===== src/gpio_cfg.svh =====
// GPIO configuration macros

`ifndef GPIO_CFG_SVH
`define GPIO_CFG_SVH

// Number of GPIO pins
`define GPIO_COUNT 16

// Register bus data width
`define GPIO_DATA_WIDTH 32

// Byte address width, 16 word slots
`define GPIO_ADDR_WIDTH 6

// One enable per data byte
`define GPIO_BE_WIDTH 4

// Input synchronizer depth
`define GPIO_SYNC_STAGES 2

// Read data for unmapped words
`define GPIO_BAD_RDATA 32'hBADCAB1E

`endif


===== src/gpio_pkg.sv =====
// GPIO register map

package gpio_pkg;

  //////////////////////////////////////////
  // Register word offsets
  //////////////////////////////////////////

  // Offsets 8 to 15 are unmapped
  typedef enum logic [3:0] {
    // Output direction
    GPIO_DIR           = 4'd0,
    // Pin enable
    GPIO_EN            = 4'd1,
    // Synchronized input, read only
    GPIO_IN            = 4'd2,
    // Output value
    GPIO_OUT           = 4'd3,
    // Write-only flip mask, reads zero
    GPIO_TOGGLE        = 4'd4,
    // Per-pin interrupt enable
    GPIO_INTRPT_EN     = 4'd5,
    // Pending interrupts, clear on read
    GPIO_INTRPT_STATUS = 4'd6,
    // 1 rising edge, 0 level high
    GPIO_INTRPT_EDGE   = 4'd7
  } gpio_reg_addr_e;

endpackage


===== src/gpio_reg_if.sv =====
// Register file to pin control link

`include "gpio_cfg.svh"

interface gpio_reg_if;

  // Register levels seen by the pin logic
  logic [`GPIO_COUNT-1:0] dir;
  logic [`GPIO_COUNT-1:0] en;
  logic [`GPIO_COUNT-1:0] out;
  logic [`GPIO_COUNT-1:0] intrpt_en;
  logic [`GPIO_COUNT-1:0] intrpt_edge;
  logic [`GPIO_COUNT-1:0] intrpt_status;
  // One-cycle pulse of the masked toggle write
  logic [`GPIO_COUNT-1:0] toggle;

  // Hardware updates back into the registers
  logic [`GPIO_COUNT-1:0] sync_in;
  logic [`GPIO_COUNT-1:0] out_next;
  logic                   out_valid;
  // Newly pending interrupts, strobe
  logic [`GPIO_COUNT-1:0] intrpt_set;

  // Register file side
  modport regs (
    output dir, en, out, intrpt_en, intrpt_edge, intrpt_status, toggle,
    input  sync_in, out_next, out_valid, intrpt_set
  );

  // Pin control side
  modport ctrl (
    input  dir, en, out, intrpt_en, intrpt_edge, intrpt_status, toggle,
    output sync_in, out_next, out_valid, intrpt_set
  );

endinterface


===== src/gpio_in_sync.sv =====
// GPIO input synchronizer and edge detect

`include "gpio_cfg.svh"

module gpio_in_sync (
  input  logic                   clk_i,
  input  logic                   reset_i,
  // Raw asynchronous pins
  input  logic [`GPIO_COUNT-1:0] gpio_i,
  // Synchronized level
  output logic [`GPIO_COUNT-1:0] sync_o,
  // 0 to 1 transition of the synchronized level
  output logic [`GPIO_COUNT-1:0] rise_o
);

  // Stage 0 samples the pins, last stage is the clean level
  logic [`GPIO_SYNC_STAGES-1:0][`GPIO_COUNT-1:0] sync_q;
  // Previous clean level
  logic [`GPIO_COUNT-1:0]                        prev_q;

  //////////////////////////////////////////
  // Synchronizer chain
  //////////////////////////////////////////

  always_ff @(posedge clk_i) begin
    if (reset_i) begin
      sync_q <= '0;
      prev_q <= '0;
    end else begin
      sync_q[0] <= gpio_i;
      // Shift one stage per edge
      for (int s = 1; s < `GPIO_SYNC_STAGES; s++) begin
        sync_q[s] <= sync_q[s-1];
      end
      prev_q <= sync_o;
    end
  end

  //////////////////////////////////////////
  // Edge detect
  //////////////////////////////////////////

  assign sync_o = sync_q[`GPIO_SYNC_STAGES-1];

  // High now, low one cycle ago
  assign rise_o = sync_o & ~prev_q;

endmodule


===== src/gpio_pin_ctrl.sv =====
// GPIO pin drive and interrupt logic

`include "gpio_cfg.svh"

module gpio_pin_ctrl (
  input  logic                   clk_i,
  input  logic                   reset_i,
  // From the input synchronizer
  input  logic [`GPIO_COUNT-1:0] sync_i,
  input  logic [`GPIO_COUNT-1:0] rise_i,
  // Register levels and hardware updates
  gpio_reg_if.ctrl               reg_if,
  // Pad side
  output logic [`GPIO_COUNT-1:0] gpio_o,
  output logic [`GPIO_COUNT-1:0] gpio_oe_o,
  output logic                   irq_o
);

  // Per-pin interrupt condition before the enable
  logic [`GPIO_COUNT-1:0] intrpt_cond;
  logic                   irq_q;

  //////////////////////////////////////////
  // Toggle
  //////////////////////////////////////////

  // Flip selected OUT bits, load only when a toggle is pending
  assign reg_if.out_next  = reg_if.out ^ reg_if.toggle;
  assign reg_if.out_valid = |reg_if.toggle;

  // Clean level straight into IN
  assign reg_if.sync_in = sync_i;

  //////////////////////////////////////////
  // Interrupt condition
  //////////////////////////////////////////

  always_comb begin
    for (int p = 0; p < `GPIO_COUNT; p++) begin
      // Edge bit set selects rising edge, else level high
      intrpt_cond[p] = reg_if.intrpt_edge[p] ? rise_i[p] : sync_i[p];
    end
  end

  // Only enabled pins become pending
  assign reg_if.intrpt_set = intrpt_cond & reg_if.intrpt_en;

  // Any pending pin raises the line
  always_ff @(posedge clk_i) begin
    if (reset_i) begin
      irq_q <= 1'b0;
    end else begin
      irq_q <= |reg_if.intrpt_status;
    end
  end

  assign irq_o = irq_q;

  //////////////////////////////////////////
  // Pin drive
  //////////////////////////////////////////

  // Disabled pins drive low and float
  assign gpio_o    = reg_if.out & reg_if.en;
  assign gpio_oe_o = reg_if.dir & reg_if.en;

endmodule


===== src/gpio_regs.sv =====
// GPIO register file and bus response

`include "gpio_cfg.svh"

module gpio_regs import gpio_pkg::*; (
  input  logic                        clk_i,
  input  logic                        reset_i,
  // Request, single cycle
  input  logic                        req_i,
  input  logic                        we_i,
  input  logic [`GPIO_ADDR_WIDTH-1:0] addr_i,
  input  logic [`GPIO_BE_WIDTH-1:0]   be_i,
  input  logic [`GPIO_DATA_WIDTH-1:0] wdata_i,
  // Response, one cycle after the request
  output logic                        rvalid_o,
  output logic [`GPIO_DATA_WIDTH-1:0] rdata_o,
  output logic                        err_o,
  // To and from pin control
  gpio_reg_if.regs                    reg_if
);

  // Word offset, byte bits dropped
  logic [3:0]                  word_addr;
  logic                        wr_req;
  logic                        rd_req;
  // One bit per pin, taken from its byte enable
  logic [`GPIO_COUNT-1:0]      bit_mask;
  logic [`GPIO_COUNT-1:0]      wdata;

  // Stored registers
  logic [`GPIO_COUNT-1:0] dir_q, dir_d;
  logic [`GPIO_COUNT-1:0] en_q, en_d;
  logic [`GPIO_COUNT-1:0] in_q, in_d;
  logic [`GPIO_COUNT-1:0] out_q, out_d;
  logic [`GPIO_COUNT-1:0] toggle_q, toggle_d;
  logic [`GPIO_COUNT-1:0] intrpt_en_q, intrpt_en_d;
  logic [`GPIO_COUNT-1:0] intrpt_status_q, intrpt_status_d;
  logic [`GPIO_COUNT-1:0] intrpt_edge_q, intrpt_edge_d;

  // Response stage
  logic                        rvalid_q;
  logic                        err_q, err_d;
  logic [`GPIO_DATA_WIDTH-1:0] rdata_q, rdata_d;

  // Masked bits from the bus, others kept
  function automatic logic [`GPIO_COUNT-1:0] merge(
    input logic [`GPIO_COUNT-1:0] old_val,
    input logic [`GPIO_COUNT-1:0] new_val,
    input logic [`GPIO_COUNT-1:0] mask
  );
    return (old_val & ~mask) | (new_val & mask);
  endfunction

  //////////////////////////////////////////
  // Request decode
  //////////////////////////////////////////

  assign word_addr = addr_i[`GPIO_ADDR_WIDTH-1:2];
  assign wr_req    = req_i & we_i;
  assign rd_req    = req_i & ~we_i;
  assign wdata     = wdata_i[`GPIO_COUNT-1:0];

  for (genvar i = 0; i < `GPIO_COUNT; i++) begin : gen_bit_mask
    assign bit_mask[i] = be_i[i/8];
  end

  //////////////////////////////////////////
  // Next register state
  //////////////////////////////////////////

  always_comb begin
    dir_d         = dir_q;
    en_d          = en_q;
    intrpt_en_d   = intrpt_en_q;
    intrpt_edge_d = intrpt_edge_q;
    // IN follows the synchronized pins every cycle
    in_d          = reg_if.sync_in;
    // Hardware load of OUT after a toggle
    out_d         = reg_if.out_valid ? reg_if.out_next : out_q;
    // Toggle lasts one cycle only
    toggle_d      = '0;
    // New interrupts accumulate
    intrpt_status_d = intrpt_status_q | reg_if.intrpt_set;
    rdata_d       = '0;
    err_d         = 1'b0;

    if (wr_req) begin
      case (word_addr)
        GPIO_DIR:         dir_d = merge(dir_q, wdata, bit_mask);
        GPIO_EN:          en_d = merge(en_q, wdata, bit_mask);
        // Bus write wins over the hardware load
        GPIO_OUT:         out_d = merge(out_d, wdata, bit_mask);
        GPIO_TOGGLE:      toggle_d = wdata & bit_mask;
        GPIO_INTRPT_EN:   intrpt_en_d = merge(intrpt_en_q, wdata, bit_mask);
        GPIO_INTRPT_EDGE: intrpt_edge_d = merge(intrpt_edge_q, wdata, bit_mask);
        // IN, INTRPT_STATUS and unmapped words
        default:          err_d = 1'b1;
      endcase
    end

    if (rd_req) begin
      case (word_addr)
        GPIO_DIR:         rdata_d = `GPIO_DATA_WIDTH'(dir_q);
        GPIO_EN:          rdata_d = `GPIO_DATA_WIDTH'(en_q);
        GPIO_IN:          rdata_d = `GPIO_DATA_WIDTH'(in_q);
        GPIO_OUT:         rdata_d = `GPIO_DATA_WIDTH'(out_q);
        GPIO_TOGGLE:      rdata_d = '0;
        GPIO_INTRPT_EN:   rdata_d = `GPIO_DATA_WIDTH'(intrpt_en_q);
        GPIO_INTRPT_STATUS: begin
          rdata_d = `GPIO_DATA_WIDTH'(intrpt_status_q);
          // Clear what was read, keep this cycle's new interrupts
          intrpt_status_d = (intrpt_status_q & ~bit_mask) | reg_if.intrpt_set;
        end
        GPIO_INTRPT_EDGE: rdata_d = `GPIO_DATA_WIDTH'(intrpt_edge_q);
        default: begin
          rdata_d = `GPIO_BAD_RDATA;
          err_d   = 1'b1;
        end
      endcase
    end
  end

  //////////////////////////////////////////
  // Register update
  //////////////////////////////////////////

  always_ff @(posedge clk_i) begin
    if (reset_i) begin
      dir_q           <= '0;
      en_q            <= '0;
      in_q            <= '0;
      out_q           <= '0;
      toggle_q        <= '0;
      intrpt_en_q     <= '0;
      intrpt_status_q <= '0;
      intrpt_edge_q   <= '0;
      rvalid_q        <= 1'b0;
      err_q           <= 1'b0;
    end else begin
      dir_q           <= dir_d;
      en_q            <= en_d;
      in_q            <= in_d;
      out_q           <= out_d;
      toggle_q        <= toggle_d;
      intrpt_en_q     <= intrpt_en_d;
      intrpt_status_q <= intrpt_status_d;
      intrpt_edge_q   <= intrpt_edge_d;
      // Every request gets a response
      rvalid_q        <= req_i;
      err_q           <= err_d;
    end
  end

  // Read data, zero for writes
  always_ff @(posedge clk_i) begin
    rdata_q <= rdata_d;
  end

  assign rvalid_o = rvalid_q;
  assign rdata_o  = rdata_q;
  assign err_o    = err_q;

  // Register levels out to pin control
  assign reg_if.dir           = dir_q;
  assign reg_if.en            = en_q;
  assign reg_if.out           = out_q;
  assign reg_if.toggle        = toggle_q;
  assign reg_if.intrpt_en     = intrpt_en_q;
  assign reg_if.intrpt_status = intrpt_status_q;
  assign reg_if.intrpt_edge   = intrpt_edge_q;

endmodule


===== src/gpio_top.sv =====
// GPIO peripheral top level

`include "gpio_cfg.svh"

module gpio_top (
  input  logic                        clk_i,
  input  logic                        reset_i,
  // Register bus request
  input  logic                        req_i,
  input  logic                        we_i,
  input  logic [`GPIO_ADDR_WIDTH-1:0] addr_i,
  input  logic [`GPIO_BE_WIDTH-1:0]   be_i,
  input  logic [`GPIO_DATA_WIDTH-1:0] wdata_i,
  // Register bus response
  output logic                        rvalid_o,
  output logic [`GPIO_DATA_WIDTH-1:0] rdata_o,
  output logic                        err_o,
  // Pins
  input  logic [`GPIO_COUNT-1:0]      gpio_i,
  output logic [`GPIO_COUNT-1:0]      gpio_o,
  output logic [`GPIO_COUNT-1:0]      gpio_oe_o,
  // Interrupt line
  output logic                        irq_o
);

  // Synchronized level and rising edges
  logic [`GPIO_COUNT-1:0] sync_in;
  logic [`GPIO_COUNT-1:0] rise;

  gpio_reg_if reg_if ();

  // Input side
  gpio_in_sync u_in_sync (
    .clk_i   (clk_i),
    .reset_i (reset_i),
    .gpio_i  (gpio_i),
    .sync_o  (sync_in),
    .rise_o  (rise)
  );

  // Register file
  gpio_regs u_regs (
    .clk_i    (clk_i),
    .reset_i  (reset_i),
    .req_i    (req_i),
    .we_i     (we_i),
    .addr_i   (addr_i),
    .be_i     (be_i),
    .wdata_i  (wdata_i),
    .rvalid_o (rvalid_o),
    .rdata_o  (rdata_o),
    .err_o    (err_o),
    .reg_if   (reg_if.regs)
  );

  // Output side
  gpio_pin_ctrl u_pin_ctrl (
    .clk_i     (clk_i),
    .reset_i   (reset_i),
    .sync_i    (sync_in),
    .rise_i    (rise),
    .reg_if    (reg_if.ctrl),
    .gpio_o    (gpio_o),
    .gpio_oe_o (gpio_oe_o),
    .irq_o     (irq_o)
  );

endmodule


===== config.mk =====
export PLATFORM = sky130hd
export DESIGN_NAME = gpio_top
export DESIGN_NICKNAME = d
export VERILOG_FILES = /design/src/gpio_pkg.sv /design/src/gpio_reg_if.sv /design/src/gpio_in_sync.sv /design/src/gpio_pin_ctrl.sv /design/src/gpio_regs.sv /design/src/gpio_top.sv
export VERILOG_INCLUDE_DIRS = /design/src
export SDC_FILE = /design/constraint.sdc
export NUM_CORES = 1
export LEC_CHECK = 0
export ABC_AREA = 0
export BUFFER_PORTS_ARGS = -buffer_cell sky130_fd_sc_hd__buf_2
export CAP_MARGIN = 5
export CORE_AREA = 2 2 133 135
export CTS_CLUSTER_DIAMETER = 80
export CTS_CLUSTER_SIZE = 20
export DETAILED_ROUTE_END_ITERATION = 10
export DIE_AREA = 0 0 135 137
export PLACE_DENSITY_LB_ADDON = 0.15
export RECOVER_POWER = 25
export SYNTH_ARGS = -nofsm -noshare
export SYNTH_HDL_FRONTEND = slang
export SYNTH_SLANG_ARGS = --single-unit

===== constraint.sdc =====
create_clock -name clk_i -period 1.4 [get_ports clk_i]
set_input_delay 0.21 -clock clk_i [delete_from_list [all_inputs] [get_ports clk_i]]
set_output_delay 0.21 -clock clk_i [all_outputs]
set_load 0.02 [all_outputs]

==> results.yml <==
run_status:
  status: "finished, final reports clean"
placement:
  gp_congestion: 0.9490
  numPortBuffers: 102
  place_ws_ns: -0.3422
  dp_hpwl_mm: 16.54
synth:
  dominantRegCellSynth: "dfxtp_1"
  syn_area_um2: 7592
  syn_area_per_cell_um2: 9.467
  yosysTopAreaCell: "dfxtp_1"
  synth-edff-count: 0
  synth-seq-cells: 180
  synth.distinct_cells: 59
  synthArstFlopShare_pct: 0
  ys_top_cells_by_area: "dfxtp_1 47%, nor2b_1 4.9%, nand3_1 4.5%"
  ys_warn_count: 0
  synth_top_area_share_pct: 47.46
  yosysSeqAreaShare_pct: 47.46
  syn-instance-count: 802
drt:
  wirelength_mm: 23.05
  wire_per_inst_um: 19.92
  top_layer: "met4"
  wl_met3_mm: 1.327
  drtPass1Iterations: 6
  vias: 6633
  first_iter_violations: 547
  route.met2.wl_mm: 11.53
  drt-met1-wl_mm: 9.380
  final_antenna_net_count: 0
  vias_per_cell: 5.733
  drc: 0
timing:
  hold_viol: 0
  finalMaxSlewViolations: 0
  fmax_mhz: 727.6
  relSlewSlack_pct: 34.42
  setup_viol: 0
  fin_crit_sh_pct: 98.16
  fin_worst_skew_ns: 0.008148
  worst_slew_pin_slew_ns: 0.9763
  fin_crit_ns: 1.374
  rsz0062_at_grt: "no"
  hold_ws_ns: 0.006953
  setup_ws_ns: 0.02569
final_layout:
  nFillCells: 1589
  final_nets: 982
  drive_gt1_share_pct: 24.46
  n_antenna_cell: 0
  area_delta_synth_final_pct: 21.32
setup_path:
  cp.required_ns: 1.19
  rr_worst_depth: 3
  cp-start-kind: "register"
  path_max_fanout: 4
  critPathKind: "reg -> out"
  worstPathArrival_ns: 1.16
  crit_path_end_kind: "output port"
power_and_ir_drop:
  ir_drop_uv: 793.9
  power_density_nw_per_um2: 1143
  cellLeakagePower_nw: 3.504
hold_path:
  min_path_cells: 2
  hold_class: "in -> reg"
floorplanning:
  die_w_um: 135
  dieArea_um2: 18500
  initial_core_util_pct: 44.51
  rows: 48
  core_area_um2: 17060
  die_y_um: 137
  ios: 129
global_routing:
  grt_max_degree: 61
  overflow: 0
  antenna_found_initial: 0
  grt_pass1_vias: 6527
  track_usage_pct: 25.21
  grt_first_pass_wirelength_mm: 35.54
clocking:
  clk_pin_slew_worst_paths_ns: 0.07
  clk_latency_ns: 0.43
  clock_path_buffers: 2
  ctsHtreeMaxLevel: 4
  cts_buffers: 17
  clkSinkCount: 180
  clock-root-buffer: "clkbuf_16"
  cts_tree: "built"
  postCtsSetupBuffers: 0
run:
  maxCapViolCount: 0
[report_power, final]
part / internal, W / switching [W]
clock network: 0.00246 / 0.00199
registers: 0.00520 / 0.0000347
logic: 0.000322 / 0.000518
total: 0.00798 / 0.00255
[stage by stage]
step / area, um2 / total power (W) / util, % / TNS (ns) / instances
floorplan: 7631 / 0.005815 / - / -0.0004161 / 807
global placement: 8519 / 0.006153 / 49.95 / -12.54 / 1113
detailed placement: 8519 / 0.006164 / 49.95 / -16.14 / 1113
CTS: 9193 / 0.01060 / 53.90 / 0 / 1156
global route: 9211 / 0.01090 / 54.01 / 0 / 1157
finish: 9211 / 0.01053 / 54.01 / 0 / 1157
[cell type report]
type	instances	area, um2	area share (%)
Timing Repair Buffer	179	1249	13.56
Clock buffer	21	480.5	5.216
Multi-Input combinational cell	540	3513	38.14
Clock inverter	10	72.57	0.7878
Sequential cell	180	3607	39.16
Tap cell	225	281.5	3.056
Inverter	2	7.507	0.08150
[critical path, cell delays in order, from the launching register on]
cell and delay, ns:
dfxtp_1 0.41, and2_1 0.17, buf_2 0.17
[routing by layer]
layer  vias up  track usage, %
li1       3115               -
met1      3228           31.31
met2       248           43.29
met3        42           3.704
met4         0           11.63
met5         -               0
[Yosys cell counts (all sizes together) (17+ instances only)]
| master | number |
|---|---|
| dfxtp | 180 |
| o21ai | 74 |
| nand3 | 69 |
| a21oi | 65 |
| nor2b | 60 |
| buf | 53 |
| and2 | 52 |
| clkbuf | 32 |
| nand2 | 20 |
| a211oi | 17 |
[placed cells by master, fill, tap and decap left out, types with 17 or more instances in the layout]
master and n:
nand2_1 20, nand3_1 69, dfxtp_1 177, buf_4 51, o21ai_0 64, a211oi_1 17, nor2b_1 60, buf_2 97
a21oi_1 65, and2_1 51, clkbuf_16 17
[cells by family after synthesis]
group           after synthesis  synth area share [%]
simple gates                276                 22.25
buf+inv                      87                 6.625
compound gates              224                 18.97
xor+xnor                     16                 1.846
flops                       180                 47.46
mux                          18                 2.802
other cells                   1               0.04939
[path summary, 6_finish.rpt]
path                       startpoint             endpoint  slack [ns]
setup / recovery             register         gpio_oe_o[5]        0.03
setup reg to reg             register    u_regs.rdata_o[7]        0.08
hold reg to reg   u_in_sync.sync_q[8]  u_in_sync.sync_o[8]        0.44
hold / removal              gpio_i[9]  u_in_sync.sync_q[9]       0.007
[repair_timing]
action	in CTS	in global routing
setup endpoints to repair	0	8
gates resized for setup	0	10
endpoints found under the hold margin	12	1
hold buffers	12	1
Power figures use the tool's default switching activity.
